File: src/source/tram_geom_pkg.sv
// Tiled RAM geometry
// Word count, tile split and the address and data widths that follow
// from them. Every block of the RAM sizes itself from these constants.

package tram_geom_pkg;

  // ----------------------------------------------------------
  // Storage size
  // ----------------------------------------------------------

  // Total number of words in the RAM
  // Need not be a power of two since the decoder uses range compares
  localparam int DEPTH = 24;

  // Number of equal tiles the words are split across
  // Must divide DEPTH evenly
  localparam int TILES = 3;

  // Words held by one tile
  localparam int TILE_DEPTH = DEPTH / TILES;

  // ----------------------------------------------------------
  // Widths
  // ----------------------------------------------------------

  // Bits per stored word
  localparam int DATA_WIDTH = 16;

  // Global request address, wide enough for every word
  // With 24 words this gives 5 bits, so 24..31 are out of range
  localparam int ADDR_WIDTH = $clog2(DEPTH);

  // Address inside one tile after the tile base is removed
  localparam int TILE_ADDR_WIDTH = $clog2(TILE_DEPTH);

endpackage : tram_geom_pkg

File: src/source/tram_op_pkg.sv
// Tiled RAM request opcodes
// A request either reads one word or writes one word.

package tram_op_pkg;

  // ----------------------------------------------------------
  // Request opcode
  // ----------------------------------------------------------

  // One bit is enough since there are only two kinds of request
  // Reads come back on the read-return path three cycles later
  // Writes give no response at all
  typedef enum logic {
    // Fetch the addressed word
    OP_READ  = 1'b0,
    // Store the write data at the addressed word
    OP_WRITE = 1'b1
  } tram_op_e;

endpackage : tram_op_pkg

File: src/source/tram_addr_decoder.sv
// Tiled RAM address decoder
// Compares each request address against the range of every tile, picks
// the one tile that owns it and forwards the local address, opcode and
// write data after one register stage. Addresses past the last tile
// raise a one-cycle error pulse instead of a tile strobe.

`timescale 1ns/1ps

module tram_addr_decoder
  import tram_geom_pkg::*;
  import tram_op_pkg::*;
(
  input  logic                       clk,
  input  logic                       rst_n,
  // Incoming request, one per cycle at most
  input  logic                       req_valid,
  input  tram_op_e                   req_op,
  input  logic [ADDR_WIDTH-1:0]      req_addr,
  input  logic [DATA_WIDTH-1:0]      req_wdata,
  // Steered request, one valid bit per tile and a shared payload
  output logic [TILES-1:0]           tile_valid,
  output tram_op_e                   tile_op,
  output logic [TILE_ADDR_WIDTH-1:0] tile_addr,
  output logic [DATA_WIDTH-1:0]      tile_wdata,
  // Pulses one cycle after a valid request that hit no tile
  output logic                       req_err
);

  // ----------------------------------------------------------
  // Range compare
  // ----------------------------------------------------------

  // Address widened by one bit so the bound of the last tile always fits,
  // even when the depth is a power of two
  logic [ADDR_WIDTH:0]                   addr_ext;
  // Which tile range the address falls in, one-hot or zero
  logic [TILES-1:0]                      tile_hit;
  // Address minus the base of each tile, only meaningful for the hit tile
  logic [TILES-1:0][TILE_ADDR_WIDTH-1:0] tile_offset;
  // Offset of the selected tile
  logic [TILE_ADDR_WIDTH-1:0]            local_addr;
  // Set when some tile owns the address
  logic                                  in_range;

  assign addr_ext = {1'b0, req_addr};

  for (genvar i = 0; i < TILES; i++) begin : gen_range
    // First word of this tile, inclusive
    localparam logic [ADDR_WIDTH:0] TILE_BASE  = (ADDR_WIDTH + 1)'(TILE_DEPTH * i);
    // First word of the next tile, exclusive
    localparam logic [ADDR_WIDTH:0] TILE_BOUND = (ADDR_WIDTH + 1)'(TILE_DEPTH * (i + 1));

    // Tile 0 has a base of zero so its lower compare is always true
    assign tile_hit[i] = (addr_ext >= TILE_BASE) && (addr_ext < TILE_BOUND);

    // Only the low bits survive, which is all a tile can index
    assign tile_offset[i] = TILE_ADDR_WIDTH'(addr_ext - TILE_BASE);
  end

  // The tile ranges do not overlap, so at most one offset passes the gate
  // and a plain OR picks it without a priority chain
  always_comb begin
    local_addr = '0;
    for (int i = 0; i < TILES; i++) begin
      local_addr |= tile_offset[i] & {TILE_ADDR_WIDTH{tile_hit[i]}};
    end
  end

  // Everything at or past DEPTH misses all tiles
  assign in_range = |tile_hit;

  // ----------------------------------------------------------
  // Output register stage
  // ----------------------------------------------------------

  // One valid flop per tile plus the error flop
  // An idle cycle clears all of them so every strobe lasts one cycle
  always_ff @(posedge clk or negedge rst_n) begin
    if (!rst_n) begin
      tile_valid <= '0;
      req_err    <= 1'b0;
    end else begin
      tile_valid <= tile_hit & {TILES{req_valid}};
      req_err    <= req_valid && !in_range;
    end
  end

  // Shared payload for all tiles
  // Only the tile whose valid is set acts on it
  // It loads on any valid request, so an erroring one also lands here,
  // which is harmless since no tile is selected in that cycle
  always_ff @(posedge clk) begin
    if (req_valid) begin
      tile_op    <= req_op;
      tile_addr  <= local_addr;
      tile_wdata <= req_wdata;
    end
  end

endmodule : tram_addr_decoder

File: src/source/tram_read_return.sv
// Tiled RAM read return
// Collects the read response of whichever tile answered this cycle and
// registers it as the RAM read output. At most one tile answers per
// cycle, so the tiles are merged with a gated OR.

`timescale 1ns/1ps

module tram_read_return
  import tram_geom_pkg::*;
(
  input  logic                              clk,
  input  logic                              rst_n,
  // Read responses from all tiles, one valid bit per tile
  input  logic [TILES-1:0]                  tile_rvalid,
  input  logic [TILES-1:0][DATA_WIDTH-1:0]  tile_rdata,
  // Merged read response at the RAM boundary
  output logic                              rd_valid,
  output logic [DATA_WIDTH-1:0]             rd_data
);

  // ----------------------------------------------------------
  // Merge
  // ----------------------------------------------------------

  // Data of the answering tile, zero if none answered
  logic [DATA_WIDTH-1:0] merged_rdata;
  // Set when any tile answered this cycle
  logic                  any_rvalid;

  // Each tile holds its old rdata between reads, so the data must be
  // masked with its own valid before the OR
  // One request per cycle upstream keeps the valids one-hot or zero
  always_comb begin
    merged_rdata = '0;
    for (int i = 0; i < TILES; i++) begin
      merged_rdata |= tile_rdata[i] & {DATA_WIDTH{tile_rvalid[i]}};
    end
  end

  assign any_rvalid = |tile_rvalid;

  // ----------------------------------------------------------
  // Output register
  // ----------------------------------------------------------

  // Valid is a one-cycle pulse, one cycle after the tile answered
  always_ff @(posedge clk or negedge rst_n) begin
    if (!rst_n) begin
      rd_valid <= 1'b0;
    end else begin
      rd_valid <= any_rvalid;
    end
  end

  // Data only moves when a tile answers
  // Between reads the last returned word stays on rd_data
  always_ff @(posedge clk) begin
    if (any_rvalid) begin
      rd_data <= merged_rdata;
    end
  end

endmodule : tram_read_return

File: src/source/tram_tile.sv
// Tiled RAM storage tile
// One synchronous single-port array of TILE_DEPTH words. Writes land on
// the edge that samples the select, reads return one cycle later with a
// one-cycle valid strobe.

`timescale 1ns/1ps

module tram_tile
  import tram_geom_pkg::*;
  import tram_op_pkg::*;
(
  input  logic                       clk,
  input  logic                       rst_n,
  // Request from the decoder, acted on only while sel is high
  input  logic                       sel,
  input  tram_op_e                   op,
  input  logic [TILE_ADDR_WIDTH-1:0] addr,
  input  logic [DATA_WIDTH-1:0]      wdata,
  // Read response toward the read-return stage
  output logic                       rvalid,
  output logic [DATA_WIDTH-1:0]      rdata
);

  // ----------------------------------------------------------
  // Storage
  // ----------------------------------------------------------

  // The word array itself
  // Contents are undefined until written
  logic [DATA_WIDTH-1:0] mem [TILE_DEPTH];

  // Decoded request kind for this cycle
  logic wr_en;
  logic rd_en;

  assign wr_en = sel && (op == OP_WRITE);
  assign rd_en = sel && (op == OP_READ);

  // Write port
  // The decoder only ever sends local addresses below TILE_DEPTH
  always_ff @(posedge clk) begin
    if (wr_en) begin
      mem[addr] <= wdata;
    end
  end

  // ----------------------------------------------------------
  // Read port
  // ----------------------------------------------------------

  // Registered read, so the word shows up one cycle after the select
  // rdata keeps the last word read while no read is in progress
  always_ff @(posedge clk) begin
    if (rd_en) begin
      rdata <= mem[addr];
    end
  end

  // Valid strobe paired with the registered read data
  // It follows rd_en by one cycle and is low otherwise
  always_ff @(posedge clk or negedge rst_n) begin
    if (!rst_n) begin
      rvalid <= 1'b0;
    end else begin
      rvalid <= rd_en;
    end
  end

endmodule : tram_tile

File: src/source/tram_top.sv
// Tiled RAM top level
// Single-port RAM of DEPTH words split into TILES equal tiles. Requests
// go through the address decoder into one tile, and read data comes back
// through the read-return stage three cycles after the request.

`timescale 1ns/1ps

module tram_top
  import tram_geom_pkg::*;
  import tram_op_pkg::*;
(
  input  logic                  clk,
  input  logic                  rst_n,
  // Request side, one request per cycle and never stalled
  input  logic                  req_valid,
  input  tram_op_e              req_op,
  input  logic [ADDR_WIDTH-1:0] req_addr,
  input  logic [DATA_WIDTH-1:0] req_wdata,
  // Read response, three cycles after the read request
  output logic                  rd_valid,
  output logic [DATA_WIDTH-1:0] rd_data,
  // Out-of-range pulse, one cycle after the request
  output logic                  req_err
);

  // ----------------------------------------------------------
  // Internal nets
  // ----------------------------------------------------------

  // Decoder to tiles
  // Only the valid is per tile, the payload is shared
  logic [TILES-1:0]                 tile_valid;
  tram_op_e                         tile_op;
  logic [TILE_ADDR_WIDTH-1:0]       tile_addr;
  logic [DATA_WIDTH-1:0]            tile_wdata;

  // Tiles to read return
  logic [TILES-1:0]                 tile_rvalid;
  logic [TILES-1:0][DATA_WIDTH-1:0] tile_rdata;

  // ----------------------------------------------------------
  // Blocks
  // ----------------------------------------------------------

  // First cycle, pick the tile
  tram_addr_decoder u_decoder (
    .clk        (clk),
    .rst_n      (rst_n),
    .req_valid  (req_valid),
    .req_op     (req_op),
    .req_addr   (req_addr),
    .req_wdata  (req_wdata),
    .tile_valid (tile_valid),
    .tile_op    (tile_op),
    .tile_addr  (tile_addr),
    .tile_wdata (tile_wdata),
    .req_err    (req_err)
  );

  // Second cycle, access the array of the selected tile
  for (genvar i = 0; i < TILES; i++) begin : gen_tile
    tram_tile u_tile (
      .clk    (clk),
      .rst_n  (rst_n),
      .sel    (tile_valid[i]),
      .op     (tile_op),
      .addr   (tile_addr),
      .wdata  (tile_wdata),
      .rvalid (tile_rvalid[i]),
      .rdata  (tile_rdata[i])
    );
  end

  // Third cycle, merge the answering tile onto the output
  tram_read_return u_read_return (
    .clk         (clk),
    .rst_n       (rst_n),
    .tile_rvalid (tile_rvalid),
    .tile_rdata  (tile_rdata),
    .rd_valid    (rd_valid),
    .rd_data     (rd_data)
  );

endmodule : tram_top
File: config.mk
export PLATFORM = sky130hd
export DESIGN_NAME = tram_top
export DESIGN_NICKNAME = d
export VERILOG_FILES = /design/src/source/tram_geom_pkg.sv /design/src/source/tram_op_pkg.sv /design/src/source/tram_addr_decoder.sv /design/src/source/tram_read_return.sv /design/src/source/tram_tile.sv /design/src/source/tram_top.sv
export SDC_FILE = /design/constraint.sdc
export NUM_CORES = 1
export LEC_CHECK = 0
export BUFFER_PORTS_ARGS = -buffer_cell sky130_fd_sc_hd__buf_4
export CAP_MARGIN = 20
export CELL_PAD_IN_SITES_DETAIL_PLACEMENT = 1
export CELL_PAD_IN_SITES_GLOBAL_PLACEMENT = 2
export CORE_AREA = 5 5 196 198
export DETAILED_ROUTE_END_ITERATION = 7
export DIE_AREA = 0 0 201 203
export PLACE_DENSITY = 0.78
export REMOVE_ABC_BUFFERS = 1
export SYNTH_ARGS = -nofsm -noshare
export SYNTH_HDL_FRONTEND = slang
export SYNTH_HIERARCHICAL = 1
export SYNTH_SLANG_ARGS = --single-unit
File: constraint.sdc
create_clock -name clk -period 3.1 [get_ports clk]
set_input_delay 0.93 -clock clk [delete_from_list [all_inputs] [get_ports clk]]
set_output_delay 0.93 -clock clk [all_outputs]
set_load 0.02 [all_outputs]
==> metrics, run 1 <==
post-CTS setup repair buffer count=0; I/O pin total=43; vias per cell=5.91; Antenna Nets Post-Route=0; number of buffers created by CTS=47; Post-Route Setup TNS=0 ns; sequential area share after synthesis=79.2%; peak supply drop=576 uV; initial antenna violation count=0; FF+latch count, synth=476; CP Data Arrival Time=2.70 ns; root buffer selected by CTS=clkbuf_16; overall power=13.5 mW; worst clock skew=0.0200 ns; CP Data Required Time=3.32 ns; crit path max fanout=26; Hold WS=0.199 ns; Place WS=0.646 ns; post-synth top area share=78.1%; Rows=70; height of the chip=203 um; Switching Share=20.3%; first-pass GRT wire length=56700 um; Longest Clk Path Bufs=3; Congestion Overflow GR=0; Leak=6.83 nW; DR WL/cell=28.1 um; power density cells=658 mW/mm^2; layout cells sized above 1=26.2%; Max Cap Viol=0; reg2reg setup slack=0.63 ns; largest net degree at the start of global routing=42; drt drc=0; design area=0.0205 mm^2; Nets=878; actual slew at the worst max-slew pin=1.02 ns; min-delay worst type=in -> async; Slew Limit Fails=0; reg2reg end=gen_tile[1].u_tile/mem[0][5]; Internal=10.7 mW; vias in the first global route=8515; TritonRoute pass-1 iters=6; clock share of power=40.2%; cell taking the most area after synthesis=edfxtp_1; GRT Overall Usage=18.6%; RSZ-0062 raised after global routing=false; DP HPWL=23300 um; synth top area cells=edfxtp_1 (78%), mux4_1 (7.9%), mux4_2 (4.5%), mux2_2 (2.8%), dfrtp_1 (1.1%); H-tree levels=2; via count=7996; Seq pwr share=55.1%; Sw Pwr=2.73 mW; Core Footprint=0.0363 mm^2; crit share post-route=79.8%; min setup slack post-route=0.626 ns; Avg Cell Area, Syn=23.7 um^2; CTS tree=yes; Reg-to-Reg Start=u_decoder/tile_addr[1]; CTS resizes=0; number of diodes=0; cells on worst reg2reg path=3; WL final=38100 um; Cell variety after synth=28; Area growth syn-to-layout=13.7%; final count of hold timing violations=0; PortBufs=42; Clock Latency Late Sink=0.55 ns; run status=complete, no violations; Syn Std Cell Area=0.0180 mm^2; Syn Inst Count=759; Comb pwr share=4.7%; Placed Area=0.0190 mm^2; hold buffer count at CTS=0; Worst Setup End Kind=flop; synth warn=6; Final GP Congestion=0.762; Initial Util=49.5%; clock slew at reported path FFs=0.06 ns; Peak Freq=404 MHz; Die Wd=201 um; kind of critical path=reg -> reg; full die area=0.0408 mm^2; Final min period=2.47 ns; Startpoint Class=flop; Relative slew margins=32.1%; Initial DRC Count=689; final number of setup-violating endpoints=0; clock sink count=476
[worst max-delay path, stage by stage, from the launching register on]
cell and delay (ns):
edfxtp_1 0.80, buf_12 0.36, nor3_2 0.62, buf_4 0.37
[stage by stage]
step | std cells | utilization (%)
2_1_floorplan | 723 | -
3_3_place_gp | 1272 | 52.3
3_5_place_dp | 1272 | 52.3
4_1_cts | 1354 | 56.3
5_1_grt | 1354 | 56.3
6_report | 1354 | 56.3
[kinds of logic after synthesis]
kind of cell,synth area share (%)
AO/OA/AOI/OAI,1.35
buffers and inverters,2.04
flip-flops,79.2
multiplexers,15.7
AND/OR/NAND/NOR,1.70
[sequential cells by signal, indices dropped and copies added, names as in the netlist]
register,cells
gen_tile.u_tile/mem,384
u_decoder/tile_addr,3
gen_tile.u_tile/rdata,48
gen_tile.u_tile/rvalid,3
u_decoder/tile_wdata,16
u_decoder/tile_valid,3
u_decoder/req_err,1
u_read_return/rd_data,16
u_decoder/tile_op,1
u_read_return/rd_valid,1
[power groups by stage]
stage | clock network (mW) | registers [mW] | logic, mW
detailed placement | 0 | 7.55 | 0.642
CTS | 5.53 | 7.41 | 0.646
floorplan | 0 | 7.56 | 0.357
global placement | 0 | 7.52 | 0.621
global route | 5.83 | 7.43 | 0.677
finish | 5.42 | 7.41 | 0.634
[cell type report]
| class | count | area (um^2) |
|---|---|---|
| inverter | 16 | 60.1 |
| clock inverter | 24 | 224 |
| fill | 2993 | 15900 |
| tap | 468 | 586 |
| clock buffer | 58 | 1240 |
| sequential | 476 | 14300 |
| timing repair buffer | 81 | 696 |
| multi-input combinational | 231 | 3400 |
[layer usage]
layer  global-route usage, %  routed length [um]  share of wire [%]
met2                    31.9               19400                 51
met1                    26.2               16400                 43
met3                    2.33                1780                4.7
met4                    3.96                 509                1.3
met5                       0                   0                  0
[cells in the final DEF, fill, tap and decap left out, types with 10 or more instances in the layout]
master	netlist	layout
inv_1	16	16
mux4_2	36	36
nor2_1	18	18
clkbuf_16	0	48
clkbuf_1	3	10
buf_4	0	74
a222oi_1	16	16
edfxtp_1	468	468
mux2_2	45	45
mux4_1	54	54
[cell usage after synthesis, drive strengths merged]
| cell | n |
|---|---|
| a21boi | 3 |
| a222oi | 16 |
| and3 | 1 |
| and3b | 2 |
| buf | 33 |
| clkbuf | 3 |
| dfrtp | 8 |
| edfxtp | 468 |
| inv | 16 |
| mux2 | 45 |
| mux2i | 9 |
| mux4 | 90 |
| nand2 | 6 |
| nand2b | 9 |
| nand3 | 6 |
| nand3b | 3 |
| nor2 | 18 |
| nor2b | 6 |
| nor3 | 6 |
| nor3b | 1 |
| o211ai | 6 |
| o21ai | 3 |
| or3 | 1 |
[worst max-delay path by stage]
stage                                       from  slack (ns)  depth (start not counted)                           end
after floorplan           u_decoder/tile_addr[0]       -1.84                          1  gen_tile[0].u_tile/mem[0][0]
after global placement    u_decoder/tile_addr[1]        0.77                          3  gen_tile[1].u_tile/mem[0][8]
after detailed placement  u_decoder/tile_addr[1]        0.65                          3  gen_tile[1].u_tile/mem[0][7]
after CTS                 u_decoder/tile_addr[1]        0.61                          3  gen_tile[1].u_tile/mem[0][7]
after global routing      u_decoder/tile_addr[1]        0.52                          3  gen_tile[1].u_tile/mem[0][1]
final                     u_decoder/tile_addr[1]        0.63                          3  gen_tile[1].u_tile/mem[0][5]
Power figures use the tool's default switching activity.
==> run 2, diff against run 1 <==
- clock period: 3.1 -> 2.45 ns (I/O delays scaled with it)
==> run 2 against run 1 <==
  * Clock skew shrank 0.0058 ns
  * Fmax increased by 14%
  * Non-clock buffer count rose by 14
  * Core utilization grew 0.73 points
  * Flip-flop and latch count unchanged
  * Wire length increased by 0.65%
  * Combinational power up 33%
  * Highest routed layer unchanged
==> metrics, run 2 (synthesis gave the netlist of run 1 again) <==
Regs by FF count=gen_tile.u_tile/mem (384), gen_tile.u_tile/rdata (48); initial antenna violation count=0 (unchanged); min-delay worst type=in -> reg; register area=0.0143 mm^2 (unchanged); Final GP Congestion=0.755 (-0.83%); Initial DRC Count=666 (-3.3%); Nets=893 (+1.7%); TritonRoute pass-1 iters=7 (+1); GRT Overall Usage=19.0% (+0.37 points); WL final=38300 um (+0.65%); Sw Pwr=3.53 mW (+29%); Initial Util=49.5% (unchanged); Startpoint Class=flop; root buffer selected by CTS=clkbuf_16; layout cells sized above 1=27.3% (+1.2 points); power density cells=821 mW/mm^2 (+25%); kind of critical path=reg -> reg; RSZ-0062 raised after global routing=false; PortBufs=42 (unchanged); Longest Clk Path Bufs=3 (unchanged); full die area=0.0408 mm^2 (unchanged); final number of setup-violating endpoints=0 (unchanged); run status=complete, no violations; CTS tree=yes; Top reg by flops=gen_tile.u_tile/mem; height of the chip=203 um (unchanged); Placed Cells=1285 (+1.0%); fill count=3017 (+0.80%); peak supply drop=740 uV (+28%); Internal=13.5 mW (+26%); Seq pwr share=55.1% (about the same); fin util=57.0% (+0.73 points); Leak=6.93 nW (+1.5%); Die Wd=201 um (unchanged); Switching Share=20.7% (+0.47 points); Multi-input gate area=0.00340 mm^2 (unchanged); Antenna Nets Post-Route=0 (unchanged); first-pass GRT wire length=57700 um (+1.7%); clock slew at reported path FFs=0.06 ns (about the same); vias in the first global route=8740 (+2.6%); Max Cap Viol=0 (unchanged); min setup slack post-route=0.275 ns (-0.351 ns); Core Footprint=0.0363 mm^2 (unchanged); number of buffers created by CTS=48 (+2.1%); Rows=70 (unchanged); DR WL/cell=27.9 um (-0.89%); Relative slew margins=35.0% (+2.9 points); largest net degree at the start of global routing=42 (unchanged); overall power=17.0 mW (+26%); actual slew at the worst max-slew pin=0.975 ns (-0.0432 ns); Clock Latency Late Sink=0.56 ns (about the same); Post-Layout Cell Count=1375 (+1.6%); Peak Freq=460 MHz (+14%); number of diodes=0 (unchanged); CP Data Arrival Time=2.48 ns (-0.22 ns); Comb pwr share=5.0% (+0.3 points); Worst Setup End Kind=flop; final count of hold timing violations=0 (unchanged); Final min period=2.17 ns (-0.299 ns); crit share post-route=88.8% (+9.0 points); worst clock skew=0.0142 ns (-0.00579 ns); max FFs per register=384 (unchanged); clock sink count=476 (unchanged); top cell family by delay on the critical path=flip-flops; commonest cells after routing, fill and taps aside=edfxtp_1 (468), buf_4 (74), mux4_1 (54), clkbuf_16 (49), mux2_2 (45); Slew Limit Fails=0 (unchanged); via count=8030 (+0.43%); crit path cell chain=buf_4, mux4_2, mux2_2; H-tree levels=2 (unchanged); Hold WS=0.352 ns (+0.153 ns); Buf/Inv on CP=1 (-1); drt drc=0 (unchanged); CP Data Required Time=2.76 ns (-0.56 ns); CTS resizes=0 (unchanged); Congestion Overflow GR=0 (unchanged); Area growth syn-to-layout=15.2%; largest stage delay on the critical path=0.90 ns (+0.10 ns); clock share of power=39.9% (-0.3 points); most common cell after layout, fill and taps aside=edfxtp_1; DP HPWL=23800 um (+2.1%); vias per cell=5.84 (-1.1%); crit path max fanout=17 (-35%); CP max stage cell=edfxtp_1; I/O pin total=43 (unchanged); Place WS=0.293 ns (-0.353 ns)
-- run 2: changes by cell type in the layout (fill, tap and decap cells not counted) --
cell / change
clkinv_1: +2
clkinvlp_4: +1
clkbuf_16: +1
clkbuf_1: +2
clkinv_8: -1
bufinv_16: -2
inv_6: +1
clkinv_2: +3
buf_12: +13
dlygate4sd3_1: +1
-- run 2: stage by stage --
| stage | setup TNS, ns | instance area, um^2 |
|---|---|---|
| 2_1_floorplan | -937.49 | 17700 |
| 3_3_place_gp | 0 | 19300 |
| 3_5_place_dp | 0 | 19300 |
| 4_1_cts | 0 | 20700 |
| 5_1_grt | 0 | 20700 |
| 6_report | 0 | 20700 |
-- run 2: power by group through the flow --
stage / combinational [mW] / clock [mW] / sequential [mW]
finish: 0.845 / 6.79 / 9.37
global route: 0.902 / 7.38 / 9.39
CTS: 0.862 / 6.96 / 9.37
detailed placement: 0.853 / 0 / 9.54
global placement: 0.832 / 0 / 9.51
floorplan: 0.452 / 0 / 9.56
-- run 2: layout make-up --
type                       instances  area share [%]
sequential                       476            68.8
multi-input combinational        231            16.4
clock buffer                      61            6.13
timing repair buffer              95            4.66
tap                              468            2.83
clock inverter                    28           0.899
inverter                          16           0.290
-- run 2: worst paths after layout --
kind                                         startpoint                           to  slack, ns  cells after the start
min in group asynchronous                         rst_n       u_read_return/rd_valid       0.54                      2
max in group asynchronous                         rst_n    gen_tile[1].u_tile/rvalid       1.75                      2
setup / recovery                 u_decoder/tile_addr[1]  gen_tile[1].u_tile/rdata[6]       0.28                      3
hold / removal                            req_wdata[14]     u_decoder/tile_wdata[14]       0.35                      1
setup reg to reg                 u_decoder/tile_addr[1]  gen_tile[1].u_tile/rdata[6]       0.28                      3
hold reg to reg            gen_tile[1].u_tile/rdata[14]    u_read_return/rd_data[14]       0.54                      2
-- run 2: per-layer routing --
layer	up-vias	GRT usage, %	part of all wire, %
met5	-	0	0
met4	0	4.18	1.7
met3	50	3.18	5.7
met2	251	32.5	51
met1	4271	26.1	42
li1	3458	-	-
-- run 2: worst register-to-register path: stages (launching register included) --
cell and delay, ns:
edfxtp_1 0.90, buf_4 0.39, mux4_2 0.35, mux2_2 0.28
-- run 2: repair_timing --
item,CTS,global route
setup buffers,0,0
setup endpoints to repair,0,0
hold buffers,1,0
hold endpoints to repair,8,0
